**config.mk**
```make
export PLATFORM = sky130hd
export DESIGN_NAME = apb_regs
export DESIGN_NICKNAME = d
export VERILOG_FILES = /design/src/logic/i2c_pkg.sv /design/src/logic/apb_regs_pkg.sv /design/src/logic/apb_regs.sv
export SDC_FILE = /design/constraint.sdc
export NUM_CORES = 1
export LEC_CHECK = 0
export BUFFER_PORTS_ARGS = -buffer_cell sky130_fd_sc_hd__buf_2
export CAP_MARGIN = 30
export CORE_UTILIZATION = 38
export CTS_BUF_LIST = sky130_fd_sc_hd__clkbuf_16
export CTS_CLUSTER_DIAMETER = 100
export CTS_CLUSTER_SIZE = 16
export DETAILED_ROUTE_END_ITERATION = 8
export MAX_ROUTING_LAYER = met4
export PLACE_DENSITY_LB_ADDON = 0.25
export SETUP_SLACK_MARGIN = 0.05
export SYNTH_ARGS = -nofsm -noshare
export SYNTH_HDL_FRONTEND = slang
export SYNTH_SLANG_ARGS = --single-unit
```
**constraint.sdc**
```tcl
create_clock -name clk -period 0.97 [get_ports clk]
set_input_delay 0.097 -clock clk [delete_from_list [all_inputs] [get_ports clk]]
set_output_delay 0.097 -clock clk [all_outputs]
set_load 0.1 [all_outputs]
```
**src/logic/i2c_pkg.sv**
```systemverilog
`default_nettype none

package i2c_pkg;

    typedef enum logic [4:0] {
        idle,
        start,
        addr_high,          // 11110 a9 a8 0
        ack_addr_high,
        addr_low,           // a7 down to a0
        ack_addr_low,
        restart,            // Repeated START ahead of the read header
        addr_read,          // 11110 a9 a8 1
        ack_addr_read,
        write_data,
        ack_write,
        read_data,
        nack_read,          // Master answers the read byte with NACK
        stop
    } seq_state_t;

    typedef enum logic [2:0] {
        sel_hdr_write,
        sel_hdr_read,
        sel_addr_low,
        sel_wdata,
        sel_clear           // Empty byte before a read
    } byte_sel_t;

    typedef struct packed {
        logic       rw;     // 1 selects a read
        logic [9:0] addr;
        logic [7:0] wdata;
    } i2c_cmd_t;

    typedef struct packed {
        logic       done;
        logic       ack_err;    // Slave answered NACK
        logic [7:0] rdata;
    } i2c_result_t;

    localparam logic [4:0] HEADER_PREFIX = 5'b11110;
    localparam int QUARTER_TICKS = 4;                   // Clocks per quarter of an SCL bit
    localparam int QUARTER_W     = $clog2(QUARTER_TICKS);

endpackage

`default_nettype wire

```
**src/logic/apb_regs_pkg.sv**
```systemverilog
`default_nettype none

package apb_regs_pkg;

    typedef struct packed {
        logic        psel;
        logic        penable;
        logic        pwrite;
        logic [4:0]  paddr;
        logic [31:0] pwdata;
    } apb_req_t;

    localparam logic [4:0] REG_CTRL   = 5'h00;
    localparam logic [4:0] REG_ADDR   = 5'h04;
    localparam logic [4:0] REG_TXDATA = 5'h08;
    localparam logic [4:0] REG_RXDATA = 5'h0C;     // Read only
    localparam logic [4:0] REG_STATUS = 5'h10;

    // CTRL fields
    localparam int CTRL_START_BIT = 0;             // Write one to launch
    localparam int CTRL_RW_BIT    = 1;

    // STATUS fields where a written one clears done or ack_err
    localparam int STATUS_BUSY_BIT = 0;
    localparam int STATUS_DONE_BIT = 1;
    localparam int STATUS_ERR_BIT  = 2;

endpackage

`default_nettype wire

```
**src/logic/apb_regs.sv**
```systemverilog
`default_nettype none

module apb_regs (
    input  logic                   clk,
    input  logic                   rst,
    input  apb_regs_pkg::apb_req_t req,
    output logic [31:0]            prdata,
    output logic                   pready,
    output logic                   pslverr,
    input  logic                   busy,
    input  logic                   result_valid,
    input  i2c_pkg::i2c_result_t   result,
    output i2c_pkg::i2c_cmd_t      cmd,
    output logic                   go
);
    import apb_regs_pkg::*;
    import i2c_pkg::*;

    logic        access;        // Access phase of any transfer
    logic        wr_en;
    logic        mapped;
    logic        start_req;
    logic        busy_view;     // Busy from go until done reads one
    i2c_result_t status_q;      // Last result with sticky done and ack_err

    assign access    = req.psel && req.penable;
    assign busy_view = busy || go || result_valid;
    assign start_req = access && req.pwrite && (req.paddr == REG_CTRL)
                       && req.pwdata[CTRL_START_BIT];

    always_comb begin
        case (req.paddr)
            REG_CTRL, REG_ADDR, REG_TXDATA, REG_RXDATA, REG_STATUS: mapped = 1'b1;
            default: mapped = 1'b0;
        endcase
    end

    assign pready  = 1'b1;                                  // No wait states
    assign pslverr = access && (!mapped || (start_req && busy_view));
    assign wr_en   = access && req.pwrite && !pslverr;

    always_ff @(posedge clk or posedge rst) begin
        if (rst) begin
            cmd      <= '0;
            go       <= 1'b0;
            status_q <= '0;
        end else begin
            go <= wr_en && start_req;
            if (wr_en) begin
                case (req.paddr)
                    REG_CTRL:   cmd.rw    <= req.pwdata[CTRL_RW_BIT];
                    REG_ADDR:   cmd.addr  <= req.pwdata[9:0];
                    REG_TXDATA: cmd.wdata <= req.pwdata[7:0];
                    REG_STATUS: begin
                        if (req.pwdata[STATUS_DONE_BIT]) begin
                            status_q.done <= 1'b0;
                        end
                        if (req.pwdata[STATUS_ERR_BIT]) begin
                            status_q.ack_err <= 1'b0;
                        end
                    end
                    default: ;                              // RXDATA ignores writes
                endcase
            end
            if (result_valid) begin
                status_q <= result;
            end
        end
    end

    always_comb begin
        prdata = 32'h0;
        if (access && !req.pwrite) begin
            case (req.paddr)
                REG_CTRL:   prdata[CTRL_RW_BIT] = cmd.rw;   // Start reads back as zero
                REG_ADDR:   prdata[9:0] = cmd.addr;
                REG_TXDATA: prdata[7:0] = cmd.wdata;
                REG_RXDATA: prdata[7:0] = status_q.rdata;
                REG_STATUS: begin
                    prdata[STATUS_BUSY_BIT] = busy_view;
                    prdata[STATUS_DONE_BIT] = status_q.done;
                    prdata[STATUS_ERR_BIT]  = status_q.ack_err;
                end
                default: prdata = 32'h0;
            endcase
        end
    end

    // A new transaction is never launched over a running one
    assert property (@(posedge clk) disable iff (rst) $rose(go) |-> !busy)
        else $error("go raised while the sequencer was busy");

endmodule

`default_nettype wire

```
==> results.toml <==
[grt]
track_usage_pct = 22.9
met1_usage_pct = 25.5
grt.overflow.total = 0
grt.met3_usage_pct = 6.73
grt_pass1_vias = 1594
antenna_found_initial = 0
grt_pass1_wl_um = 8090
grt.busiest_layer = "met2"
grt_max_degree = 31
grt.met2_usage_pct = 38.1

[die]
die_area_um2 = 4760
die_height_um = 69.0
std_cell_rows = 24
die_w_um = 69.0
initial_core_util_pct = 39.5
ios = 108
coreArea_um2 = 4320

[logic_synthesis]
syn_area_per_cell_um2 = 11.5
syn_area_um2 = 1710
yosysSeqAreaShare_pct = 44.0
ys_types = 30
synth_seq_cells = 30
synth_cells = 149
yosysWarnings = 0

[hold_path]
min_to = "status_q[4]$_DFFE_PP0P_"
hold_depth = 2
worstHoldPathType = "primary input to flip-flop"
hp-start = "result[4]"

[power]
p_total_mw = 4.94
leakage_nw = 1.54
cellPowerDensity_nw_per_um2 = 1440
vdd_drop_max_mv = 1.06

[worst_setup_path]
critical-path-max-stage-delay_ns = 0.48
start_kind = "flip-flop"
path_cells = "mux4_2 > nand2_2 > a21oi_4 > buf_12"
cp_top_family = "flip-flops"
arrival_ns = 1.56
cp_max_fo = 2
reg2regPathDepth = 6
critPathKind = "flip-flop to primary output"
cp_num_buf_inv = 1
rr_endpoint = "cmd[18]$_DFFE_PP0P_"
rr_startpoint = "go$_DFF_PP0_"
cp.required_ns = 0.87
crit_path_top_delay_cell = "dfrtp_4"
cp-end-kind = "primary output"
reg2reg_setup_slack_ns = -0.54

[cts]
cts_tree = "done"
clk_pin_slew_worst_paths_ns = 0.05
worstSkewPairLatency_ns = 0.28
numCtsBuffers = 5
cts.sink_count = 30
cts_buffer_depth = 2
cts_root_buf = "clkbuf_16"
h-tree-depth = 2

[timing]
skew_ns = 0.00129
timing.final.crit_share_pct = 171
setup_viol = 42
rsz0062_at_grt = "yes"
slew_viol_final = 0
whs_ns = 0.0461
fmax_mhz = 603
period_needed_ns = 1.66
fin_ws_ns = -0.688
hold_violations = 0

[placement]
gp_congestion = 0.885
port_buffers = 62
dpl.hpwl_um = 3440

[drt]
antenna_left = 0
first_iter_violations = 94
wl_um = 5270
vias_per_cell = 5.02
drc = 0
vias = 1561
detail_route.wl_per_cell_um = 16.9
drt_first_pass_iters = 4

[run_status]
violations = "negative setup slack"
status = "finished with violations"

[layout]
final_cell_mix = "buf_12, buf_6, buf_2"
fill_cells = 237
drive_gt1_share_pct = 78.4
mostFrequentLayoutCell = "buf_12"
syn_to_final_growth_pct = 101
num_antenna_cells = 0
layout.nets = 312
finish.utilization_pct = 79.2

[flow_run]
drv_cap = 0
==> how the worst max path moves through the flow <==
stage               cells after the start            endpoint  slack, ns                 from
finish                                  4           prdata[1]      -0.69   cmd[9]$_DFFE_PP0P_
global route                            4           prdata[1]      -0.71  cmd[18]$_DFFE_PP0P_
CTS                                     4           prdata[1]      -0.67   cmd[1]$_DFFE_PP0P_
detailed placement                      5  cmd[8]$_DFFE_PP0P_      -0.42              req[34]
global placement                        4           prdata[0]      -0.38   cmd[0]$_DFFE_PP0P_
floorplan                               3           prdata[1]      -0.69   cmd[9]$_DFFE_PP0P_
==> report_power, final <==
group	total (mW)	internal, mW	switching (mW)
clock	1.49	0.934	0.558
sequential	1.48	1.39	0.0859
combinational	1.97	0.721	1.25
total	4.94	3.05	1.90
==> worst register-to-register path, cell delays in order (launching register included) <==
cell and delay [ns]:
dfrtp_4 0.47, buf_6 0.12, buf_6 0.10, buf_6 0.11, nor3_2 0.13, o2111ai_1 0.17, mux2_2 0.30
==> area by class of cell <==
| cell class | instances | area (um^2) | area share (%) |
|---|---|---|---|
| timing repair buffer | 108 | 1300 | 37.9 |
| clock buffer | 5 | 125 | 3.65 |
| tap | 52 | 65.1 | 1.90 |
| multi-input combinational | 111 | 1100 | 32.1 |
| inverter | 2 | 7.51 | 0.219 |
| clock inverter | 3 | 16.3 | 0.475 |
| sequential | 30 | 811 | 23.7 |
==> Yosys cell counts <==
| library cell | number | share of area [%] |
|---|---|---|
| nor3_1 | 2 | 0.59 |
| buf_1 | 1 | 0.22 |
| conb_1 | 2 | 0.44 |
| nand3_1 | 4 | 1.2 |
| o2111ai_1 | 1 | 0.51 |
| nand2_1 | 5 | 1.1 |
| buf_4 | 23 | 10 |
| buf_6 | 1 | 0.66 |
| inv_1 | 2 | 0.44 |
| and3b_1 | 1 | 0.51 |
| o21ai_0 | 3 | 0.88 |
| o21bai_1 | 1 | 0.44 |
| nand4_1 | 5 | 1.8 |
| a21oi_1 | 2 | 0.59 |
| mux4_2 | 1 | 1.3 |
| nor2b_1 | 3 | 1.1 |
| mux2_2 | 33 | 22 |
| and3_1 | 1 | 0.37 |
| nor2_1 | 9 | 2.0 |
| buf_2 | 3 | 0.88 |
| a22o_1 | 2 | 1.0 |
| nor3_4 | 1 | 0.95 |
| a22oi_1 | 7 | 3.1 |
| or3_1 | 1 | 0.37 |
| nand4b_4 | 1 | 1.4 |
| nor4_1 | 1 | 0.37 |
| dfrtp_1 | 30 | 44 |
| nand3_4 | 1 | 1.0 |
| clkbuf_1 | 1 | 0.22 |
| mux2_1 | 1 | 0.66 |
==> stage by stage <==
step                      std cells  setup TNS (ns)  area [um^2]  setup slack, ns
after floorplan                 170          -10.33         2040           -0.686
after global placement          292          -10.06         3000           -0.375
after detailed placement        292          -11.04         3000           -0.425
after CTS                       307           -9.86         3340           -0.672
after global routing            311          -11.66         3430           -0.709
final                           311          -10.59         3430           -0.688
==> flip-flops by register name, indices dropped and copies added, names as in the netlist <==
| register | cells |
|---|---|
| go | 1 |
| cmd | 19 |
| status_q | 10 |
==> per-layer routing <==
metal	part of all wire [%]	vias to the layer above
li1	-	708
met1	39	784
met2	54	61
met3	4.7	8
met4	2.0	0
met5	0	-
==> what timing repair did <==
action,CTS,global route
resized for setup,39,20
cloned,2,0
buffers inserted,4,10
hold endpoints to repair,30,0
endpoints found under the setup margin,51,52
pin swaps,6,10
hold buffers,1,0
==> kinds of logic (layout without fill, tap and decap cells) <==
group           after synthesis  in the layout  synth area share [%]
flops                        30             30                  44.0
mux                          35             35                  23.8
compound gates               16             16                  6.53
buf+inv                      31            118                  12.5
other cells                   2             23                 0.440
simple gates                 35             37                  12.8
(Power assumes the default switching activity.)
