--- config.mk ---
export PLATFORM = sky130hd
export DESIGN_NAME = i2c_sequencer
export DESIGN_NICKNAME = d
export VERILOG_FILES = /design/src/logic/i2c_pkg.sv /design/src/logic/i2c_sequencer.sv
export SDC_FILE = /design/constraint.sdc
export NUM_CORES = 1
export LEC_CHECK = 0
export BUFFER_PORTS_ARGS = -buffer_cell sky130_fd_sc_hd__buf_2
export CORE_MARGIN = 5
export CORE_UTILIZATION = 42
export DETAILED_ROUTE_END_ITERATION = 7
export PLACE_DENSITY = 0.74
export SLEW_MARGIN = 20
export SYNTH_ARGS = -nofsm -noshare
export SYNTH_HDL_FRONTEND = slang
export SYNTH_SLANG_ARGS = --single-unit
export TNS_END_PERCENT = 30
--- constraint.sdc ---
create_clock -name clk -period 2.2 [get_ports clk]
set_input_delay 0.44 -clock clk [delete_from_list [all_inputs] [get_ports clk]]
set_output_delay 0.44 -clock clk [all_outputs]
set_load 0.03 [all_outputs]
--- src/logic/i2c_pkg.sv ---
`default_nettype none

package i2c_pkg;

    typedef enum logic [4:0] {
        idle,
        start,
        addr_high,          // 11110 a9 a8 0
        ack_addr_high,
        addr_low,           // a7 down to a0
        ack_addr_low,
        restart,            // Repeated START ahead of the read header
        addr_read,          // 11110 a9 a8 1
        ack_addr_read,
        write_data,
        ack_write,
        read_data,
        nack_read,          // Master answers the read byte with NACK
        stop
    } seq_state_t;

    typedef enum logic [2:0] {
        sel_hdr_write,
        sel_hdr_read,
        sel_addr_low,
        sel_wdata,
        sel_clear           // Empty byte before a read
    } byte_sel_t;

    typedef struct packed {
        logic       rw;     // 1 selects a read
        logic [9:0] addr;
        logic [7:0] wdata;
    } i2c_cmd_t;

    typedef struct packed {
        logic       done;
        logic       ack_err;    // Slave answered NACK
        logic [7:0] rdata;
    } i2c_result_t;

    localparam logic [4:0] HEADER_PREFIX = 5'b11110;
    localparam int QUARTER_TICKS = 4;                   // Clocks per quarter of an SCL bit
    localparam int QUARTER_W     = $clog2(QUARTER_TICKS);

endpackage

`default_nettype wire

--- src/logic/i2c_sequencer.sv ---
`default_nettype none

module i2c_sequencer (
    input  logic                 clk,
    input  logic                 rst,
    input  logic                 go,
    input  i2c_pkg::i2c_cmd_t    cmd,
    input  logic                 tick,
    input  logic                 sda_in,
    input  logic                 tx_bit,
    input  logic [7:0]           rx_byte,
    output logic                 run,
    output logic                 busy,
    output logic                 scl,
    output logic                 sda_pull,
    output logic                 load,
    output logic                 shift,
    output logic                 sample,
    output i2c_pkg::byte_sel_t   byte_sel,
    output logic                 result_valid,
    output i2c_pkg::i2c_result_t result
);
    import i2c_pkg::*;

    seq_state_t state;
    seq_state_t next_state;
    logic [1:0] quarter;        // Quarter of the current SCL bit
    logic [2:0] bit_cnt;        // Bit position inside a byte state
    logic       sda_rise;       // SDA taken at the SCL rising edge
    logic       ack_err;
    logic       end_bit;        // Last tick of a bit
    logic       rise_tick;      // Tick that raises SCL
    logic       in_ack;
    logic       in_tx_byte;
    logic       scl_data;       // SCL shape of an ordinary bit

    assign end_bit    = tick && (quarter == 2'd3);
    assign rise_tick  = tick && (quarter == 2'd0);
    assign in_ack     = state inside {ack_addr_high, ack_addr_low, ack_addr_read, ack_write};
    assign in_tx_byte = state inside {addr_high, addr_low, addr_read, write_data};
    assign scl_data   = (quarter == 2'd1) || (quarter == 2'd2);

    assign busy   = (state != idle);
    assign run    = busy;
    assign shift  = end_bit && in_tx_byte;
    assign sample = rise_tick && (state == read_data);

    always_comb begin
        next_state = state;
        load       = 1'b0;
        byte_sel   = sel_clear;
        if (state == idle) begin
            if (go) begin
                next_state = start;
            end
        end else if (end_bit) begin
            if (in_ack && sda_rise) begin
                next_state = stop;              // NACK ends the transfer at once
            end else begin
                case (state)
                    start: begin
                        next_state = addr_high;
                        load       = 1'b1;
                        byte_sel   = sel_hdr_write;
                    end
                    addr_high: if (bit_cnt == 3'd7) next_state = ack_addr_high;
                    ack_addr_high: begin
                        next_state = addr_low;
                        load       = 1'b1;
                        byte_sel   = sel_addr_low;
                    end
                    addr_low: if (bit_cnt == 3'd7) next_state = ack_addr_low;
                    ack_addr_low: begin
                        if (cmd.rw) begin
                            next_state = restart;
                        end else begin
                            next_state = write_data;
                            load       = 1'b1;
                            byte_sel   = sel_wdata;
                        end
                    end
                    restart: begin
                        next_state = addr_read;
                        load       = 1'b1;
                        byte_sel   = sel_hdr_read;
                    end
                    addr_read: if (bit_cnt == 3'd7) next_state = ack_addr_read;
                    ack_addr_read: begin
                        next_state = read_data;
                        load       = 1'b1;
                        byte_sel   = sel_clear;
                    end
                    write_data: if (bit_cnt == 3'd7) next_state = ack_write;
                    ack_write:  next_state = stop;
                    read_data:  if (bit_cnt == 3'd7) next_state = nack_read;
                    nack_read:  next_state = stop;
                    default:    next_state = idle;  // Leaving stop
                endcase
            end
        end
    end

    always_ff @(posedge clk or posedge rst) begin
        if (rst) begin
            state        <= idle;
            quarter      <= 2'd0;
            bit_cnt      <= 3'd0;
            sda_rise     <= 1'b0;
            ack_err      <= 1'b0;
            result_valid <= 1'b0;
        end else begin
            state        <= next_state;
            result_valid <= (state == stop) && end_bit;
            if (tick) begin
                quarter <= quarter + 2'd1;
            end
            if (rise_tick) begin
                sda_rise <= sda_in;
            end
            if (end_bit) begin
                bit_cnt <= (next_state == state) ? bit_cnt + 3'd1 : 3'd0;
            end
            if (state == idle && go) begin
                ack_err <= 1'b0;
            end else if (end_bit && in_ack && sda_rise) begin
                ack_err <= 1'b1;
            end
        end
    end

    // Pin levels per state and quarter
    always_comb begin
        scl      = scl_data;
        sda_pull = 1'b0;
        case (state)
            idle: scl = 1'b1;
            start: begin
                scl      = (quarter != 2'd3);
                sda_pull = (quarter != 2'd0);       // SDA falls with SCL high
            end
            restart:  sda_pull = (quarter >= 2'd2);
            stop: begin
                scl      = (quarter != 2'd0);
                sda_pull = (quarter < 2'd2);        // SDA rises with SCL high
            end
            addr_high, addr_low, addr_read, write_data: sda_pull = !tx_bit;
            default:  sda_pull = 1'b0;              // Slave owns SDA here
        endcase
    end

    always_comb begin
        result.done    = result_valid;
        result.ack_err = ack_err;
        result.rdata   = rx_byte;
    end

    assert property (@(posedge clk) disable iff (rst)
        ($changed(sda_pull) && scl && $past(scl)) |-> (state inside {start, restart, stop}))
        else $error("SDA moved under a high SCL outside START, repeated START or STOP");

    // The result follows a STOP that left both lines released
    assert property (@(posedge clk) disable iff (rst)
        result_valid |-> (($past(state) == stop) && $past(scl) && !$past(sda_pull)))
        else $error("result_valid without a completed STOP on the bus");

endmodule

`default_nettype wire

==> results.cfg <==
[clocking]
clock_path_buffers = 2
h-tree-depth = 1
cts_tree = yes
clk_pin_slew_ns = 0.08
cts_made_buffers = 3
root_buffer = clkbuf_4
numClockSinks = 13
ctsHoldBuffers = 0
clkLatencyLatePin_ns = 0.27

[yosys]
synth_flop_cell = dfrtp_1
synthDistinctLibCells = 50
yosysWarnings = 0
async_reset_ff_share_pct = 100
syn_area_um2 = 1410
synth_cells = 178
synth_seq_cells = 13
syn_avg_cell_area_um2 = 7.89
ys_seq_area_share_pct = 23.2
synth_edf_count = 0
syn-num-nets = 216

[placement]
hpwl_mm = 2.63
dpl_cell_area_um2 = 1560
place_ws_ns = 0.0655
gp_congestion = 0.925
portBuffers = 19

[worst_setup_path]
rrSetupSlack_ns = 0.04
path_max_fanout = 3
crit_path_max_incr_delay_ns = 0.43
critPathLaunch = state[0]
cp-end-kind = primary output
cp_top_family = simple AND/OR/NAND/NOR gates
r2r_start = state[0]
path_class = register to primary output
crit_slowest_cell = dfrtp_1
ff2ff_path_depth = 9
crit_required_ns = 1.76
reg2reg_to = bit_cnt[1]
crit_buf_inv = 1
crit_chain = and4bb_1 -> a22oi_4 -> nand3_4 -> nor4b_2 -> buf_4
crit_arrival_ns = 1.78
start_kind = register

[global_routing]
grt_pass1_vias = 1225
grt_max_degree = 22
overflow = 0
top_usage_layer = met2
track_usage_pct = 16.3
met2_usage_pct = 27.3
grt_use_met3_pct = 1.97
use_met1_pct = 21.6
antenna_found_initial = 0
grt_pass1_wl_mm = 5.78

[drt]
wl_per_cell_um = 14.5
drt-initial-drc-count = 151
drc = 0
vias = 1392
routed_via_density = 5.52
route.antenna.remaining_nets = 0
dr.pass1.iters = 4
finalWirelength_mm = 3.66

[die]
die_h_um = 67.8
core_area_um2 = 3280
die-area_um2 = 4600
die_x_um = 67.8
num_io_pins = 54
initial_core_util_pct = 42.8
num_rows = 21

[power_and_ir_drop]
powerDensity_nw_per_um2 = 1520
intPower_w = 0.00141
power_frac_comb_pct = 79.5
seqPwrFrac_pct = 15.3
cellLeakagePower_nw = 0.837
switchingPower_w = 0.00134
power_w = 0.00275
pwr-share-clk_pct = 5.2
peakVddDrop_v = 0.000599
p_sw_share_pct = 48.7

[timing]
timing.final.ws_setup_ns = -0.0183
fin_crit_sh_pct = 101
maxSlewHeadroom_pct = 66.4
period_minus_slack_ns = 2.22
setup_viol = 2
tightest_slew_ns = 0.503
drv_slew = 0
hold_viol_final = 0
skew_ns = 0.00454
fin_tns_setup_ns = -0.0344
fmax_mhz = 451
grt_setup_unrepaired = yes

[finish]
fin_util_pct = 55.0
fin_nets = 245
fin_area_um2 = 1810
area_delta_synth_final_pct = 28.5
final_cell_mix = buf_4, nand2_1, nor2_1, buf_2, dfrtp_1
final_layout_size_suffix_gt1_share_pct = 35.4
final_common_cell = buf_4
diodes = 0

[hold_path]
min_path_type = input port to async pin

[run_status]
status = finished with violations
violations = negative setup slack

[flow_run]
maxCapViolations = 0
per-stage QoR:
stage | cells | hold slack [ns]
after floorplan | 178 | 0.317
after global placement | 233 | 0.478
after detailed placement | 233 | 0.489
after CTS | 241 | 0.194
after global routing | 252 | 0.210
final | 252 | 0.182
layout make-up:
class / count / area (um^2)
multi-input cells: 132 / 958
inverters: 8 / 30.0
well taps: 46 / 57.6
flip-flops and latches: 13 / 328
fillers: 313 / 1480
repair buffers: 49 / 405
clock buffers: 4 / 26.3
cells by family (layout without fill, tap and decap cells):
kind of cell               after synthesis  count (layout)  synth area share, %
xor gates and xnor gates                 7               7                 4.36
adders and majority gates                5               5                 4.45
DFF                                     13              13                 23.2
AOI/OAI and AO/OA                       48              48                 25.9
buffers and inverters                   33              61                 13.5
muxes                                    2               2                 1.51
and+or+nand+nor                         70              70                 27.1
flip-flops by register name, indices dropped and copies added (netlist names):
| name | flops |
|---|---|
| bit_cnt | 3 |
| state | 5 |
| sda_rise | 1 |
| result_valid | 1 |
| ack_err | 1 |
| quarter | 2 |
power groups by stage:
| stage | clock network (W) | registers [W] | logic (W) |
|---|---|---|---|
| 5_1_grt | 0.000168 | 0.000433 | 0.00236 |
| 2_1_floorplan | 0 | 0.000399 | 0.00137 |
| 3_5_place_dp | 0 | 0.000421 | 0.00179 |
| 4_1_cts | 0.000149 | 0.000419 | 0.00193 |
| 6_report | 0.000142 | 0.000421 | 0.00218 |
| 3_3_place_gp | 0 | 0.000419 | 0.00177 |
routing by layer:
metal  part of all wire (%)  wire length [um]
met1                     43              1590
met2                     50              1820
met3                    4.9               181
met4                    2.0                72
met5                      0                 0
cell usage after synthesis (all sizes together), types with 5 or more instances:
master | instances | area share [%]
ha | 5 | 4.5
nor3 | 6 | 2.1
xor2 | 6 | 3.7
buf | 21 | 10
a21oi | 9 | 3.2
nor2 | 17 | 4.5
nor2b | 5 | 2.2
o21ai | 9 | 3.2
nand2b | 6 | 2.7
nand2 | 18 | 4.8
inv | 8 | 2.1
dfrtp | 13 | 23
repair_timing:
| item | CTS | global route |
|---|---|---|
| cloned | 1 | 0 |
| resized for setup | 8 | 16 |
| setup endpoints to repair | 4 | 10 |
| setup buffers | 3 | 11 |
| pin swaps | 4 | 6 |
worst max-delay path by stage:
stage	endpoint	slack, ns	depth (start not counted)
finish	byte_sel[1]	-0.02	5
global route	byte_sel[0]	-0.14	6
CTS	byte_sel[0]	-0.02	6
detailed placement	byte_sel[0]	0.07	6
global placement	byte_sel[0]	0.08	6
floorplan	byte_sel[1]	-0.08	5
Note: power is estimated with default switching activity, not from simulation.
