==> config.mk <==
export PLATFORM = sky130hd
export DESIGN_NAME = i2c_bit_timer
export DESIGN_NICKNAME = d
export VERILOG_FILES = /design/src/logic/i2c_pkg.sv /design/src/logic/i2c_bit_timer.sv
export SDC_FILE = /design/constraint.sdc
export NUM_CORES = 1
export LEC_CHECK = 0
export ABC_AREA = 1
export ABC_CLOCK_PERIOD_IN_PS = 1100
export BUFFER_PORTS_ARGS = -buffer_cell sky130_fd_sc_hd__buf_4
export CORE_AREA = 2 2 39 41
export CTS_BUF_LIST = sky130_fd_sc_hd__clkbuf_16
export DETAILED_ROUTE_END_ITERATION = 6
export DIE_AREA = 0 0 41 43
export PLACE_DENSITY_LB_ADDON = 0.08
export RECOVER_POWER = 50
export SLEW_MARGIN = 20
export SYNTH_ARGS = -nofsm -noshare
export SYNTH_HDL_FRONTEND = slang
export SYNTH_SLANG_ARGS = --single-unit
export TNS_END_PERCENT = 30
==> constraint.sdc <==
create_clock -name clk -period 1.1 [get_ports clk]
set_input_delay 0.055 -clock clk [delete_from_list [all_inputs] [get_ports clk]]
set_output_delay 0.055 -clock clk [all_outputs]
set_load 0.05 [all_outputs]
==> src/logic/i2c_pkg.sv <==
`default_nettype none

package i2c_pkg;

    typedef enum logic [4:0] {
        idle,
        start,
        addr_high,          // 11110 a9 a8 0
        ack_addr_high,
        addr_low,           // a7 down to a0
        ack_addr_low,
        restart,            // Repeated START ahead of the read header
        addr_read,          // 11110 a9 a8 1
        ack_addr_read,
        write_data,
        ack_write,
        read_data,
        nack_read,          // Master answers the read byte with NACK
        stop
    } seq_state_t;

    typedef enum logic [2:0] {
        sel_hdr_write,
        sel_hdr_read,
        sel_addr_low,
        sel_wdata,
        sel_clear           // Empty byte before a read
    } byte_sel_t;

    typedef struct packed {
        logic       rw;     // 1 selects a read
        logic [9:0] addr;
        logic [7:0] wdata;
    } i2c_cmd_t;

    typedef struct packed {
        logic       done;
        logic       ack_err;    // Slave answered NACK
        logic [7:0] rdata;
    } i2c_result_t;

    localparam logic [4:0] HEADER_PREFIX = 5'b11110;
    localparam int QUARTER_TICKS = 4;                   // Clocks per quarter of an SCL bit
    localparam int QUARTER_W     = $clog2(QUARTER_TICKS);

endpackage

`default_nettype wire

==> src/logic/i2c_bit_timer.sv <==
`default_nettype none

module i2c_bit_timer (
    input  logic clk,
    input  logic rst,
    input  logic run,
    output logic tick
);
    import i2c_pkg::*;

    logic [QUARTER_W-1:0] count;

    always_ff @(posedge clk or posedge rst) begin
        if (rst) begin
            count <= '0;
            tick  <= 1'b0;
        end else if (!run) begin
            count <= '0;                    // First quarter of a transfer is whole
            tick  <= 1'b0;
        end else if (count == QUARTER_W'(QUARTER_TICKS - 1)) begin
            count <= '0;
            tick  <= 1'b1;
        end else begin
            count <= count + 1'b1;
            tick  <= 1'b0;
        end
    end

endmodule

`default_nettype wire

==> run_results.csv, run 1 <==
group,metric,value,unit
clock_tree,clockBufferDepth,2,
drt,routed_wl,231,um
clock_tree,clockRootBuffer,"clkbuf_16",
drt,drt_iter0_drc,0,
sta,hold_viol_final,0,
clock_tree,numCtsBuffers,3,
global_routing,grt_max_degree,4,
sta,fin_crit,0.861,ns
status,outcome,"finished, final reports clean",
cells_and_area,post-route-util,18.0,%
clock_tree,htree_levels,1,
sta,worst_pin_slew,0.146,ns
synth,syn_area,118,sq um
sta,tns,0,ns
global_routing,grt_use_total,5.23,%
sta,drv_slew,0,
clock_tree,cts.sinks,3,
sta,slew_headroom,90.3,%
worst_setup_path,critPathSlowestCell,"dfrtp_1",
die,die_x,41,um
global_routing,grt_pass1_vias,112,
drt,drc_errors,0,
worst_setup_path,crit_chain,"ha_1 > nand2_1 > inv_1",
die,ios,4,
sta,period_share,78.3,%
pwr,power_density,2900,nW/um^2
drt,via_count,102,
die,die-area,1760,sq um
die,num_rows,14,
worst_setup_path,r2r_start,"count[0]$_DFF_PP0_",
pwr,peakVddDrop,668,uV
drt,first_pass_iters,1,
worst_setup_path,path_buf_inv,1,
die,core_area,1380,sq um
synth,yosysWarnings,0,
worst_setup_path,worstPathArrival,0.98,ns
clock_tree,path_clk_slew,0.03,ns
synth,synth_nets,16,
sta,rsz0062_at_grt,"false",
worst_setup_path,end_kind,"flip-flop",
placed_design,globalplace.congestion,0.655,
placed_design,portBuffers,3,
worst_setup_path,cpPeakStageDelay,0.37,ns
worst_setup_path,worstSetupStartpoint,"count[0]$_DFF_PP0_",
hold_path,hold_path.class,"input pin to flip-flop",
worst_setup_path,crit_path_max_fanout,2,
global_routing,gr-total-overflow,0,
clock_tree,clk-insertion-delay-late,0.22,ns
worst_setup_path,reg2reg_slack,0.24,ns
synth,syn-mean-instance-area,9.80,sq um
drt,ant_nets,0,
hold_path,hp-start,"run",
sta,fmax,1160,MHz
die,start_util,8.50,%
flow_run,cap_violations,0,
worst_setup_path,path_delay_family,"flip-flops",
worst_setup_path,critPathKind,"flip-flop to flip-flop",
clock_tree,post-cts-setup-buffer-count,0,
cells_and_area,n_antenna_cell,0,
sta,finalSetupViolCount,0,
pwr,p_leak,0.143,nW
global_routing,antenna_found_initial,0,
synth,postSynthCellCount,12,
sta,finClkSkew,0.000346,ns
worst_setup_path,startpoint_type,"flip-flop",
drt,avgRoutedWirePerCell,6.42,um
global_routing,grt_pass1_wl,434,um
synth,yosysSeqAreaShare,63.8,%
synth,ys_seq_elements,3,
drt,vias_per_cell,2.83,
cells_and_area,nNetsFinal,25,
cells_and_area,areaGrowthSynthToFinish,112,%
synth,ys_types,5,
die,die_height,43,um
worst_setup_path,crit_required,1.22,ns
clock_tree,cts_tree,"done",
cells_and_area,drive_gt1_share,30.0,%
## state kept, by name, summed over array words and instances (netlist names)
| register | flops |
|---|---|
| count | 2 |
| tick | 1 |
## logic make-up after synthesis
| logic type | synth area share (%) |
|---|---|
| buf+inv | 12.8 |
| simple gates | 12.8 |
| flops | 63.8 |
| fa+ha+maj | 10.6 |
## worst paths after layout
kind	end	depth (start not counted)
worst max-delay path	count[1]$_DFF_PP0_	3
worst max register to register	count[1]$_DFF_PP0_	3
worst min-delay path	count[1]$_DFF_PP0_	3
worst min register to register	count[0]$_DFF_PP0_	1
min in group asynchronous	count[0]$_DFF_PP0_	3
max in group asynchronous	tick$_DFF_PP0_	3
## Yosys cell counts, drive strengths merged
| master | count | area (sq um) |
|---|---|---|
| dfrtp | 3 | 75.1 |
| nand2 | 3 | 11.3 |
| inv | 4 | 15.0 |
| ha | 1 | 12.5 |
| nor2 | 1 | 3.75 |
## cell type report
class / count / area (sq um)
Inverter: 4 / 15.0
Clock inverter: 1 / 3.75
Clock buffer: 3 / 75.1
Timing Repair Buffer: 4 / 32.5
Multi-Input combinational cell: 5 / 27.5
Fill cell: 162 / 1130
Sequential cell: 3 / 75.1
Tap cell: 16 / 20.0
## cell usage in the layout (no fill, tap or decap)
cell / instances
dfrtp_1: 3
inv_1: 5
clkbuf_16: 3
dlygate4sd3_1: 1
nand2_1: 3
ha_1: 1
nor2_1: 1
clkbuf_4: 1
buf_4: 2
## worst min-delay path, stage by stage
cell,delay (ns)
buf_4,0.09
nand2_1,0.04
inv_1,0.04
## per-stage QoR
stage | hold slack (ns) | setup slack, ns | power, mW | instance area [sq um] | std cells
CTS | 0.0394 | 0.225 | 0.740 | 249 | 36
global placement | -0.0521 | 0.231 | 0.157 | 160 | 31
global route | 0.0515 | 0.186 | 0.754 | 249 | 36
finish | 0.0373 | 0.239 | 0.721 | 249 | 36
floorplan | -0.191 | 0.265 | 0.144 | 118 | 12
detailed placement | -0.0555 | 0.230 | 0.157 | 160 | 31
## power breakdown
part           internal, mW  switching [mW]
clock network         0.468          0.0961
logic                0.0152          0.0169
registers             0.121         0.00386
## metal layers
layer | up-vias | share of wire [%] | track usage, %
li1 | 48 | - | -
met4 | 0 | 7.4 | 10.0
met3 | 4 | 16 | 6.28
met2 | 5 | 41 | 4.38
met5 | - | 0 | 0
met1 | 45 | 35 | 3.55
## what timing repair did
item,in CTS,in global routing
hold endpoints to repair,3,0
hold buffers,1,0
gates resized for setup,0,0
(Power assumes the default switching activity.)
==> run 2, diff against run 1 <==
--- a/config.mk
+++ b/config.mk
@@ -6,7 +6,7 @@
 export NUM_CORES = 1
 export LEC_CHECK = 0
 export ABC_AREA = 1
-export ABC_CLOCK_PERIOD_IN_PS = 1100
+export ABC_CLOCK_PERIOD_IN_PS = 870
 export BUFFER_PORTS_ARGS = -buffer_cell sky130_fd_sc_hd__buf_4
 export CORE_AREA = 2 2 39 41
 export CTS_BUF_LIST = sky130_fd_sc_hd__clkbuf_16
==> constraint.sdc (replaced) <==
create_clock -name clk -period 0.87 [get_ports clk]
set_input_delay 0.0435 -clock clk [delete_from_list [all_inputs] [get_ports clk]]
set_output_delay 0.0435 -clock clk [all_outputs]
set_load 0.05 [all_outputs]
==> run_results.csv, run 2 (synthesized netlist as in run 1, its figures left out) <==
group,metric,value,unit
status,outcome,"finished, final reports clean",
drt,routed_wl,243,um
clock_tree,cts_tree,"done",
cells_and_area,n_antenna_cell,0,
die,die_height,43,um
clock_tree,cts.sinks,3,
pwr,comb_power_share,4.9,%
global_routing,grt_pass1_vias,123,
global_routing,antenna_found_initial,0,
worst_setup_path,crit_path_max_fanout,1,
cells_and_area,largest_reg_flops,2,
clock_tree,path_clk_slew,0.03,ns
global_routing,grt_use_total,5.33,%
die,num_rows,14,
clock_tree,numCtsBuffers,3,
die,die_x,41,um
worst_setup_path,startpoint_type,"flip-flop",
sta,period_share,93.8,%
clock_tree,htree_levels,1,
placed_design,dp_slack,0.00170,ns
sta,drv_slew,0,
sta,slew_headroom,90.4,%
drt,drt_iter0_drc,0,
worst_setup_path,worstPathArrival,0.93,ns
drt,via_count,95,
die,die-area,1760,sq um
placed_design,globalplace.congestion,0.634,
pwr,peakVddDrop,1050,uV
sta,fin_crit,0.816,ns
pwr,p_leak,0.142,nW
die,ios,4,
sta,fmax,1220,MHz
cells_and_area,post-route-util,18.9,%
worst_setup_path,critPathKind,"flip-flop to flip-flop",
clock_tree,clockBufferDepth,2,
clock_tree,clk-insertion-delay-late,0.22,ns
pwr,seqPwrFrac,17.7,%
drt,first_pass_iters,1,
pwr,power.net_switching,157,uW
drt,drc_errors,0,
sta,setup_ws,0.0536,ns
cells_and_area,max_flop_register,"count",
placed_design,portBuffers,3,
sta,rsz0062_at_grt,"true",
die,start_util,8.50,%
pwr,internal_power,769,uW
cells_and_area,layout_common_cells,"inv_1, nand2_1, clkbuf_16, dfrtp_1, buf_4",
pwr,power_density,3540,nW/um^2
cells_and_area,nNetsFinal,25,
pwr,switching_share,16.9,%
die,core_area,1380,sq um
drt,vias_per_cell,2.64,
clock_tree,clockRootBuffer,"clkbuf_16",
pwr,p_clk_share,77.5,%
cells_and_area,final_common_cell,"inv_1",
worst_setup_path,crit_required,0.99,ns
pwr,report.power.total,926,uW
cells_and_area,finalNonFillerCells,36,
cells_and_area,reg.largest.list,"count x2, tick x1",
sta,worst_pin_slew,0.145,ns
flow_run,cap_violations,0,
drt,ant_nets,0,
sta,finClkSkew,0.000540,ns
drt,avgRoutedWirePerCell,6.75,um
sta,finalSetupViolCount,0,
placed_design,dpl.cell_count,31,
hold_path,hold_path.class,"input pin to flip-flop",
cells_and_area,areaGrowthSynthToFinish,122,%
global_routing,grt_pass1_wl,483,um
worst_setup_path,end_kind,"flip-flop",
global_routing,grt_max_degree,4,
cells_and_area,drive_gt1_share,35.0,%
sta,hold_viol_final,0,
global_routing,gr-total-overflow,0,
run 2: cell types whose count changed in the layout (fill, tap and decap cells not counted):
cell  before  now
ha_1       1    0
ha_4       0    1
run 2: critical path: stages, from the launching register on:
cell and delay, ns:
dfrtp_1 0.39, ha_4 0.23, nand2_1 0.06, inv_1 0.03
run 2: final cells by class:
class / instances / area [sq um]
repair buffers: 4 / 32.5
clock buffers: 3 / 75.1
multi-input cells: 5 / 40.0
flip-flops and latches: 3 / 75.1
clock inverters: 1 / 3.75
inverters: 4 / 15.0
well taps: 16 / 20.0
fillers: 161 / 1120
run 2: what timing repair did:
action	in CTS	in global routing
setup buffers	0	0
endpoints found under the setup margin	1	2
hold buffers	1	0
gates resized for setup	0	1
pin swaps	1	0
hold endpoints to repair	3	0
run 2: power by group through the flow:
| stage | clock [mW] | combinational, mW | sequential (mW) |
|---|---|---|---|
| finish | 0.717 | 0.0452 | 0.163 |
| global route | 0.739 | 0.0591 | 0.165 |
| CTS | 0.735 | 0.0422 | 0.158 |
| detailed placement | 0 | 0.0387 | 0.160 |
| global placement | 0 | 0.0388 | 0.160 |
| floorplan | 0 | 0.0185 | 0.164 |
run 2: per-stage QoR:
step | cell area, sq um | hold WS, ns | setup TNS, ns
final | 262 | 0.0265 | 0
after global routing | 262 | 0.0476 | -0.00657
after CTS | 249 | 0.0271 | 0
after detailed placement | 160 | -0.0669 | 0
after global placement | 160 | -0.0638 | -0.00172
after floorplan | 118 | -0.203 | 0
run 2: worst paths after layout:
kind | startpoint | end | slack [ns] | depth (start not counted)
worst max-delay path | count[1]$_DFF_PP0_ | count[1]$_DFF_PP0_ | 0.05 | 3
worst min-delay path | run | count[1]$_DFF_PP0_ | 0.03 | 3
worst max register to register | count[1]$_DFF_PP0_ | count[1]$_DFF_PP0_ | 0.05 | 3
worst min register to register | count[0]$_DFF_PP0_ | count[0]$_DFF_PP0_ | 0.47 | 1
max in group asynchronous | rst | count[0]$_DFF_PP0_ | 0.48 | 3
min in group asynchronous | rst | tick$_DFF_PP0_ | 0.25 | 3
run 2: metal layers:
| metal | vias to the layer above | part of all wire, % | GRT usage [%] |
|---|---|---|---|
| li1 | 48 | - | - |
| met1 | 41 | 37 | 4.53 |
| met2 | 4 | 45 | 4.69 |
| met3 | 2 | 14 | 6.28 |
| met4 | 0 | 3.3 | 8.00 |
| met5 | - | 0 | 0 |
