`src/logic/i2c_pkg.sv`:
```
`default_nettype none

package i2c_pkg;

    typedef enum logic [4:0] {
        idle,
        start,
        addr_high,          // 11110 a9 a8 0
        ack_addr_high,
        addr_low,           // a7 down to a0
        ack_addr_low,
        restart,            // Repeated START ahead of the read header
        addr_read,          // 11110 a9 a8 1
        ack_addr_read,
        write_data,
        ack_write,
        read_data,
        nack_read,          // Master answers the read byte with NACK
        stop
    } seq_state_t;

    typedef enum logic [2:0] {
        sel_hdr_write,
        sel_hdr_read,
        sel_addr_low,
        sel_wdata,
        sel_clear           // Empty byte before a read
    } byte_sel_t;

    typedef struct packed {
        logic       rw;     // 1 selects a read
        logic [9:0] addr;
        logic [7:0] wdata;
    } i2c_cmd_t;

    typedef struct packed {
        logic       done;
        logic       ack_err;    // Slave answered NACK
        logic [7:0] rdata;
    } i2c_result_t;

    localparam logic [4:0] HEADER_PREFIX = 5'b11110;
    localparam int QUARTER_TICKS = 4;                   // Clocks per quarter of an SCL bit
    localparam int QUARTER_W     = $clog2(QUARTER_TICKS);

endpackage

`default_nettype wire

```
`src/logic/i2c_shifter.sv`:
```
`default_nettype none

module i2c_shifter (
    input  logic               clk,
    input  logic               rst,
    input  i2c_pkg::i2c_cmd_t  cmd,
    input  logic               load,
    input  logic               shift,
    input  logic               sample,
    input  i2c_pkg::byte_sel_t byte_sel,
    input  logic               sda_in,
    output logic               tx_bit,
    output logic [7:0]         rx_byte
);
    import i2c_pkg::*;

    logic [7:0] shreg;
    logic [7:0] load_byte;

    // Byte picked by the sequencer for the next phase
    always_comb begin
        case (byte_sel)
            sel_hdr_write: load_byte = {HEADER_PREFIX, cmd.addr[9:8], 1'b0};
            sel_hdr_read:  load_byte = {HEADER_PREFIX, cmd.addr[9:8], 1'b1};
            sel_addr_low:  load_byte = cmd.addr[7:0];
            sel_wdata:     load_byte = cmd.wdata;
            default:       load_byte = 8'h00;       // Cleared before a read
        endcase
    end

    always_ff @(posedge clk or posedge rst) begin
        if (rst) begin
            shreg <= 8'h00;
        end else if (load) begin
            shreg <= load_byte;
        end else if (sample) begin
            shreg <= {shreg[6:0], sda_in};          // Read bits enter at the LSB
        end else if (shift) begin
            shreg <= {shreg[6:0], 1'b0};
        end
    end

    assign tx_bit  = shreg[7];                      // MSB first on the wire
    assign rx_byte = shreg;

endmodule

`default_nettype wire

```
`config.mk`:
```
export PLATFORM = sky130hd
export DESIGN_NAME = i2c_shifter
export DESIGN_NICKNAME = d
export VERILOG_FILES = /design/src/logic/i2c_pkg.sv /design/src/logic/i2c_shifter.sv
export SDC_FILE = /design/constraint.sdc
export NUM_CORES = 1
export LEC_CHECK = 0
export BUFFER_PORTS_ARGS = -buffer_cell sky130_fd_sc_hd__clkbuf_2
export CAP_MARGIN = 20
export CORE_MARGIN = 2
export CORE_UTILIZATION = 42
export CTS_BUF_LIST = sky130_fd_sc_hd__clkbuf_16
export DETAILED_ROUTE_END_ITERATION = 8
export PLACE_DENSITY = 0.79
export SLEW_MARGIN = 0
export SYNTH_ARGS = -nofsm -noshare
export SYNTH_HDL_FRONTEND = slang
export SYNTH_SLANG_ARGS = --single-unit
```
`constraint.sdc`:
```
create_clock -name clk -period 2.3 [get_ports clk]
set_input_delay 0.23 -clock clk [delete_from_list [all_inputs] [get_ports clk]]
set_output_delay 0.23 -clock clk [all_outputs]
set_load 0.01 [all_outputs]
```
==> out/metrics.csv, run 1 <==
stage;metric;value;unit
run_status;outcome;completed;
synth;synth-seq-cells;8;
sta;hold_violations;0;
pwr;power_frac_comb;18.5;%
detailed_routing;via_per_inst;5.15;
setup_path;critPathKind;input port to register;
synth;synth_nets;80;
sta;finalCritPeriodShare;44.8;%
sta;setup_violations;0;
cells_and_area;area_delta_synth_final;42.8;%
global_route;gr-total-overflow;0;
setup_path;cp_max_fo;8;
synth;synthTopCellsByArea;dfrtp_1 (37%), mux2i_1 (24%), a21o_2 (6.4%), buf_6 (6.2%), o21ai_0 (5.5%);
cts;clock_sinks;8;
cts;cts_buffer_depth;2;
cells_and_area;nFillCells;112;
synth;yosysTopAreaCell;dfrtp_1;
floorplanning;dieArea;1610;um2
pwr;power_density;712;nW/um2
synth;synth_cell_types;20;
detailed_routing;vias;520;
synth;ys_seq_area_share;36.6;%
sta;hold_slack;0.285;ns
cts;cts-resized-gates;0;
cts;cts_buffers;3;
setup_path;crit_path_start_kind;input port;
pwr;leakage;0.416;nW
run;cap_violations;0;
setup_path;worstRegToRegCells;2;
detailed_routing;wl_per_cell;12.7;um
synth;synth.avg_cell_area;10.5;um2
pwr;ir_drop;0.581;mV
synth;ys.flop_type;dfrtp_1;
synth;synth_top_area_share;36.6;%
floorplanning;die_w;40.1;um
setup_path;reg2reg_from;rx_byte[3];
cts;cts_tree;done;
pwr;p_sw_share;22.1;%
setup_path;crit_slowest_cell;nor2_2;
cells_and_area;final_layout_size_suffix_gt1_share;54.7;%
detailed_routing;postRouteAntennaNets;0;
setup_path;critical_path.max_stage_delay;0.39;ns
sta;post-route-min-period;1.03;ns
place;dp.cells;97;
setup_path;crit_required;2.40;ns
synth;synth-edff-count;0;
global_route;grt_pass1_vias;483;
floorplanning;row_count;13;
cells_and_area;nNetsFinal;116;
cts;ctsHoldBuffers;1;
pwr;clkPwrFrac;51.4;%
cells_and_area;diodes;0;
worst_hold_path;min_path_type;input port to register;
pwr;p_seq_share;30.1;%
detailed_routing;drt_first_iter_violations;5;
sta;worst_pin_slew;0.456;ns
setup_path;crit_path_cell_trace;clkbuf_2 > nor2_2 > mux2i_1 > o21ai_0;
sta;fmax;970;MHz
synth;synth_commonest_cells;mux2i_1 (13), dfrtp_1 (8), o21ai_0 (6);
pwr;switching_power;0.000123;W
sta;skew;0.000841;ns
global_route;grt_pass1_wl;1.97;mm
sta;totalNegativeSetupSlack;0;ns
setup_path;reg2reg_slack;1.40;ns
global_route;antenna_found_initial;0;
floorplanning;fp.dieH;40.1;um
detailed_routing;drt-total-wl;1.28;mm
sta;rsz0062_at_grt;false;
setup_path;path_buf_inv;1;
setup_path;cp.arrival;1.13;ns
global_route;grt.total_usage;19.3;%
global_route;grt_start_max_net_pins;12;
pwr;p_int;0.000433;W
cts;clk_pin_slew;0.04;ns
synth;synthCells;52;
detailed_routing;drc;0;
floorplanning;start_util;43.7;%
synth;ys_async_sr_fraction;100;%
synth;yosys_warnings;0;
setup_path;end_kind;register;
cts;clock_latency;0.23;ns
synth;synth.most_common_cell;mux2i_1;
cts;cts_root_buf;clkbuf_16;
place;port_buffers;35;
cells_and_area;fin_cells;101;
setup_path;r2r_end;rx_byte[3];
synth;syn_area;547;um2
cts;cts_max_level;1;
worst_hold_path;hold_end;rx_byte[3];
sta;slew_headroom;69.6;%
sta;drv_slew;0;
place;place_congestion;0.747;
setup_path;crit_family;simple AND/OR/NAND/NOR gates;
worst_hold_path;hp-start;shift;
place;dp_hpwl;972;um
cts;post_cts_buffers;0;
cells_and_area;largest_register_ffs;8;
floorplanning;core-area;1250;um2
floorplanning;ios;37;
detailed_routing;firstDrtPassIters;4;
worst_hold_path;hold_depth;3;
## stage by stage
step | total power, W | setup WS (ns) | utilization, % | cell area (um2)
3_3_place_gp | 0.000267 | 1.12 | 55.5 | 696
3_5_place_dp | 0.000271 | 1.07 | 55.5 | 696
2_1_floorplan | 0.000231 | 1.26 | - | 547
4_1_cts | 0.000559 | 1.25 | 62.3 | 781
5_1_grt | 0.000582 | 1.20 | 62.3 | 781
6_report | 0.000556 | 1.27 | 62.3 | 781
## worst max path at each step
stage / from / to / slack (ns) / depth (start not counted)
after floorplan: byte_sel[2] / rx_byte[3] / 1.26 / 4
after global placement: byte_sel[0] / rx_byte[3] / 1.12 / 4
after detailed placement: sample / rx_byte[7] / 1.07 / 4
after CTS: sample / rx_byte[7] / 1.25 / 4
after global routing: sample / rx_byte[5] / 1.20 / 4
final: sample / rx_byte[7] / 1.27 / 4
## power by group through the flow
| stage | logic [W] | clock network (W) | registers (W) |
|---|---|---|---|
| 4_1_cts | 0.000104 | 0.000287 | 0.000167 |
| 3_3_place_gp | 0.0000988 | 0 | 0.000168 |
| 5_1_grt | 0.000114 | 0.000298 | 0.000170 |
| 3_5_place_dp | 0.000102 | 0 | 0.000169 |
| 6_report | 0.000103 | 0.000286 | 0.000167 |
| 2_1_floorplan | 0.0000557 | 0 | 0.000175 |
## cells by family (layout without fill, tap and decap cells)
logic type / Yosys count / count (layout) / share of synthesized area [%]
compound gates: 17 / 17 / 22.4
simple gates: 8 / 8 / 8.24
buf+inv: 6 / 40 / 8.92
mux: 13 / 13 / 23.8
flops: 8 / 8 / 36.6
## routing by layer
metal  global-route usage (%)  vias up  part of all wire [%]
met2                     37.5       23                    53
met5                        0        -                     0
met4                     10.3        0                   1.5
met1                     19.4      235                    39
li1                         -      260                     -
met3                     2.22        2                   7.0
## cells in the final DEF (no fill, tap or decap)
master         synthesis  final
a22oi_1                1      1
dlygate4sd3_1          0      1
mux2i_1               13     13
dfrtp_1                8      8
o32ai_1                1      1
a21oi_1                1      1
nand2_1                1      1
a211o_2                2      2
a21oi_2                1      1
o21bai_1               1      1
inv_1                  1      1
a21o_2                 4      4
nor4_1                 1      1
nor2_1                 3      3
clkbuf_2               0     35
nor2_2                 1      1
nand2b_2               1      1
o21ai_0                6      6
or3b_1                 1      1
clkbuf_16              0      3
## area by class of cell
class                   instances  area, um2  share of cell area, %
repair buffers                 36        185                   23.7
clock buffers                   3       75.1                   9.62
well taps                      15       18.8                   2.40
inverters                       1       3.75                  0.481
flip-flops and latches          8        200                   25.6
multi-input cells              38        298                   38.1
## worst min-delay path: stages
cell,delay [ns]
clkbuf_2,0.10
nor4_1,0.05
a21oi_2,0.09
(Power assumes the default switching activity.)
==> run 2: changes to the inputs <==
CORE_UTILIZATION = 39   (was 42)
PLACE_DENSITY = 0.74   (was 0.79)
clock period = 1 ns   (was 2.3 ns; I/O delays follow)
==> run 2 against run 1 <==
Net effect: non-clock buffer count up 4; worst hold slack worse by 0.12 ns; worst setup slack worse by 1.2 ns; critical path type is now register to register; critical endpoint is now rx_byte[3].
==> out/metrics.csv, run 2 (same netlist as run 1, synthesis figures left out) <==
stage;metric;value;unit
setup_path;critPathKind;register to register;
setup_path;crit_required;1.10;ns
floorplanning;start_util;42.0;%
detailed_routing;wl_per_cell;12.6;um
detailed_routing;drt_first_iter_violations;4;
place;port_buffers;35;
sta;totalNegativeSetupSlack;0;ns
global_route;grt_use_met1;18.4;%
cells_and_area;mostFrequentLayoutCells;clkbuf_2 (35), mux2i_1 (13), dfrtp_1 (8);
cts;cts_buffer_depth;2;
setup_path;crit_slowest_cell;dfrtp_1;
cts;clock_latency;0.23;ns
detailed_routing;via_per_inst;5.15;
cells_and_area;largest_register_ffs;8;
sta;finalCritPeriodShare;94.0;%
global_route;grt.total_usage;16.4;%
setup_path;cp_max_fo;3;
floorplanning;dieArea;1720;um2
detailed_routing;postRouteAntennaNets;0;
sta;fmax;1060;MHz
pwr;power_frac_comb;19.0;%
cells_and_area;final_layout_size_suffix_gt1_share;57.8;%
detailed_routing;vias;541;
floorplanning;ios;37;
setup_path;crit_path_start_kind;register;
setup_path;critical_path.max_stage_delay;0.41;ns
place;place_area;726;um2
sta;drv_slew;0;
sta;worst_pin_slew;0.303;ns
floorplanning;fp.dieH;41.4;um
sta;hold_violations;0;
pwr;clkPwrFrac;51.3;%
global_route;gr-usage-met2;29.1;%
pwr;switching_power;0.000297;W
cts;clock_sinks;8;
setup_path;end_kind;register;
global_route;gr-total-overflow;0;
detailed_routing;firstDrtPassIters;4;
cells_and_area;multi_input_area;304;um2
sta;skew;0.00198;ns
global_route;use_met3;6.09;%
detailed_routing;drt-total-wl;1.33;mm
pwr;power.total;0.00130;W
floorplanning;core-area;1300;um2
cells_and_area;diodes;0;
pwr;ir_drop;1.40;mV
pwr;p_seq_share;29.7;%
global_route;antenna_found_initial;0;
sta;setup_violations;0;
global_route;grt_pass1_vias;530;
cts;cts_max_level;1;
global_route;grt_start_max_net_pins;12;
run;cap_violations;0;
place;place_congestion;0.734;
cells_and_area;area_delta_synth_final;49.4;%
cts;cts_tree;done;
floorplanning;die_w;41.4;um
cts;cts_buffers;3;
pwr;leakage;0.436;nW
cts;clk_pin_slew;0.04;ns
detailed_routing;drc;0;
pwr;power_density;1600;nW/um2
cells_and_area;nNetsFinal;120;
global_route;grt_pass1_wl;2.18;mm
setup_path;cp.arrival;1.04;ns
cells_and_area;nFillCells;120;
setup_path;crit_path_cell_trace;nor4_2 > a21oi_2;
sta;slew_headroom;79.7;%
cells_and_area;final_common_cell;clkbuf_2;
pwr;p_sw_share;22.8;%
global_route;busiest_layer;met2;
cts;cts_root_buf;clkbuf_16;
worst_hold_path;min_path_type;input port to register;
run_status;outcome;completed;
pwr;p_int;0.00101;W
cells_and_area;final_area;817;um2
floorplanning;row_count;13;
cells_and_area;regArea;200;um2
sta;post-route-min-period;0.940;ns
sta;rsz0062_at_grt;false;
## run 2: changes by cell type in the layout (fill, tap and decap cells not counted)
cell | previous run | this run
nor4_1 | 1 | 0
nor4_2 | 0 | 1
buf_4 | 0 | 4
## run 2: cell type report
| type | instances | share of cell area (%) |
|---|---|---|
| Sequential cell | 8 | 24.5 |
| Clock buffer | 3 | 9.19 |
| Inverter | 1 | 0.459 |
| Timing Repair Buffer | 40 | 26.3 |
| Multi-Input combinational cell | 38 | 37.2 |
| Tap cell | 15 | 2.30 |
## run 2: power by group through the flow
stage	Clock (W)	Combinational (W)	Sequential [W]
finish	0.000668	0.000248	0.000387
global route	0.000699	0.000276	0.000392
CTS	0.000679	0.000249	0.000386
detailed placement	0	0.000244	0.000389
global placement	0	0.000239	0.000388
floorplan	0	0.000128	0.000403
## run 2: timing repair
action | in CTS | in global routing
hold buffers | 1 | 0
gates resized for setup | 0 | 1
buffers inserted | 0 | 0
endpoints found under the setup margin | 0 | 1
hold endpoints to repair | 8 | 0
## run 2: path summary, 6_finish.rpt
path / startpoint / end / slack (ns) / cells after the start
max: rx_byte[3] / rx_byte[3] / 0.06 / 2
min: shift / rx_byte[3] / 0.17 / 3
max reg2reg: rx_byte[3] / rx_byte[3] / 0.06 / 2
min reg2reg: rx_byte[5] / rx_byte[5] / 0.59 / 2
max in group asynchronous: rst / rx_byte[0] / 0.42 / 3
min in group asynchronous: rst / rx_byte[4] / 0.35 / 3
## run 2: critical path, delay by kind of cell, from the launching register on
family	cells	cell delay (ns)
and+or+nand+nor	1	0.35
AOI/OAI and AO/OA	1	0.05
DFF	1	0.41
## run 2: per-stage QoR
stage	hold slack, ns	setup WS, ns	util, %	std cells
after global placement	0.0326	0.0294	55.8	101
after detailed placement	0.0378	0.00194	55.8	101
after CTS	0.166	0.0273	62.3	105
after floorplan	-0.0843	0.0878	-	52
final	0.166	0.0595	62.8	105
after global routing	0.196	0.0473	62.8	105
## run 2: per-layer routing
metal,share of wire (%),vias to the layer above
met3,7.2,2
li1,-,266
met2,50,26
met4,0.30,0
met1,42,247
met5,0,-
==> run 3: changes to the inputs <==
BUFFER_PORTS_ARGS = -buffer_cell sky130_fd_sc_hd__buf_2   (was -buffer_cell sky130_fd_sc_hd__clkbuf_2)
CORE_UTILIZATION = 38   (was 39)
PLACE_DENSITY = 0.72   (was 0.74)
==> run 3 against run 2 <==
Net effect: via count fell by 1.5%; register-to-register slack better by 0.03 ns; global-route usage is 0.24 points higher; combinational power about the same; first-iteration DRC count is 50% higher; sequential cell count stayed put; sequential share of layout area grew 0.19 points; fmax rose by 3.5%; clock power about the same; sequential power shrank 1%; clock skew decreased by 0.0011 ns.
==> out/metrics.csv, run 3 (same netlist as run 1, synthesis figures left out) <==
stage;metric;value;unit
sta;fmax;1100;MHz
cells_and_area;area_delta_synth_final;48.3;%
global_route;grt_start_max_net_pins;12;
place;place_area;726;um2
sta;setup_violations;0;
sta;post-route-min-period;0.909;ns
setup_path;end_kind;register;
detailed_routing;via_per_inst;5.08;
cells_and_area;largest_register_ffs;8;
cts;cts_root_buf;clkbuf_16;
cts;cts_max_level;1;
cts;clk_pin_slew;0.04;ns
sta;worst_pin_slew;0.314;ns
detailed_routing;drt-total-wl;1.24;mm
pwr;power.total;0.00130;W
detailed_routing;drc;0;
cells_and_area;final_layout_size_suffix_gt1_share;56.7;%
floorplanning;start_util;41.5;%
floorplanning;row_count;13;
sta;rsz0062_at_grt;false;
setup_path;crit_path_start_kind;register;
cells_and_area;multi_input_area;298;um2
setup_path;critPathKind;register to register;
cells_and_area;fin_cells;105;
floorplanning;ios;37;
setup_path;crit_required;1.10;ns
cells_and_area;diodes;0;
global_route;grt_pass1_wl;2.02;mm
cells_and_area;nFillCells;134;
global_route;grt.total_usage;16.6;%
place;dp_hpwl;971;um
cells_and_area;final_area;811;um2
detailed_routing;postRouteAntennaNets;0;
cts;clock_sinks;8;
global_route;antenna_found_initial;0;
cells_and_area;mostFrequentLayoutCells;buf_2 (35), mux2i_1 (13), dfrtp_1 (8);
floorplanning;die_w;41.9;um
sta;drv_slew;0;
run;cap_violations;0;
detailed_routing;vias;533;
sta;totalNegativeSetupSlack;0;ns
pwr;leakage;0.432;nW
floorplanning;fp.dieH;41.9;um
pwr;power_density;1600;nW/um2
setup_path;crit_path_cell_trace;nor4_1 > a21oi_2;
place;dp.cells;101;
detailed_routing;firstDrtPassIters;2;
floorplanning;dieArea;1760;um2
cts;clock_latency;0.23;ns
cells_and_area;regArea;200;um2
global_route;gr-total-overflow;0;
sta;slew_headroom;79.0;%
sta;hold_violations;0;
setup_path;reg2reg_slack;0.09;ns
setup_path;cp_max_fo;3;
detailed_routing;wl_per_cell;11.8;um
cts;cts_tree;done;
detailed_routing;drt_first_iter_violations;6;
cells_and_area;nNetsFinal;120;
setup_path;critical_path.max_stage_delay;0.39;ns
sta;finalCritPeriodShare;90.9;%
setup_path;cp.arrival;1.01;ns
run_status;outcome;completed;
setup_path;crit_slowest_cell;dfrtp_1;
sta;skew;0.000895;ns
global_route;grt_pass1_vias;477;
floorplanning;core-area;1320;um2
pwr;ir_drop;1.76;mV
worst_hold_path;min_path_type;input port to register;
cts;cts_buffer_depth;2;
place;place_congestion;0.725;
cts;cts_buffers;3;
place;port_buffers;35;
cells_and_area;final_common_cell;buf_2;
[run 3: changes by cell type in the layout (fill, tap and decap cells not counted), sizes merged]
cell    change
buf        +35
clkbuf     -35
[run 3: worst max-delay path, delay by kind of cell, from the launching register on]
family,cells,cell delay [ns]
flops,1,0.39
simple gates,1,0.34
compound gates,1,0.05
[run 3: per-layer routing]
metal	track usage (%)	vias to the layer above	routed length [um]
met2	24.1	26	560
met3	8.26	4	127
li1	-	267	-
met4	11.6	0	30
met1	18.8	236	517
met5	0	-	0
[run 3: power breakdown]
part / switching (W) / internal, W
Sequential: 0.0000231 / 0.000360
Combinational: 0.000114 / 0.000131
Clock: 0.000155 / 0.000515
[run 3: path summary, 6_finish.rpt]
| kind | startpoint | to | cells after the start |
|---|---|---|---|
| max in group asynchronous | rst | rx_byte[1] | 3 |
| setup reg to reg | rx_byte[3] | rx_byte[3] | 2 |
| setup / recovery | rx_byte[3] | rx_byte[3] | 2 |
| min in group asynchronous | rst | rx_byte[6] | 3 |
| hold / removal | load | rx_byte[0] | 2 |
| hold reg to reg | rx_byte[3] | rx_byte[3] | 2 |
[run 3: repair_timing]
action / 4_1_cts / 5_1_grt
hold buffers: 1 / 0
gates resized for setup: 0 / 0
endpoints found under the hold margin: 8 / 0
setup buffers: 0 / 0
[run 3: area by class of cell]
type | count | area share (%)
clock buffer | 3 | 9.26
timing repair buffer | 40 | 26.5
inverter | 1 | 0.463
tap | 15 | 2.31
sequential | 8 | 24.7
multi-input combinational | 38 | 36.7
[run 3: per-stage QoR]
stage               hold WS (ns)  setup WS (ns)  utilization (%)
finish                     0.123         0.0913             61.5
global route               0.153         0.0700             61.5
CTS                        0.120         0.0930             61.5
detailed placement        0.0591        0.00469             55.1
global placement          0.0507         0.0315             55.1
floorplan                -0.0843         0.0878                -
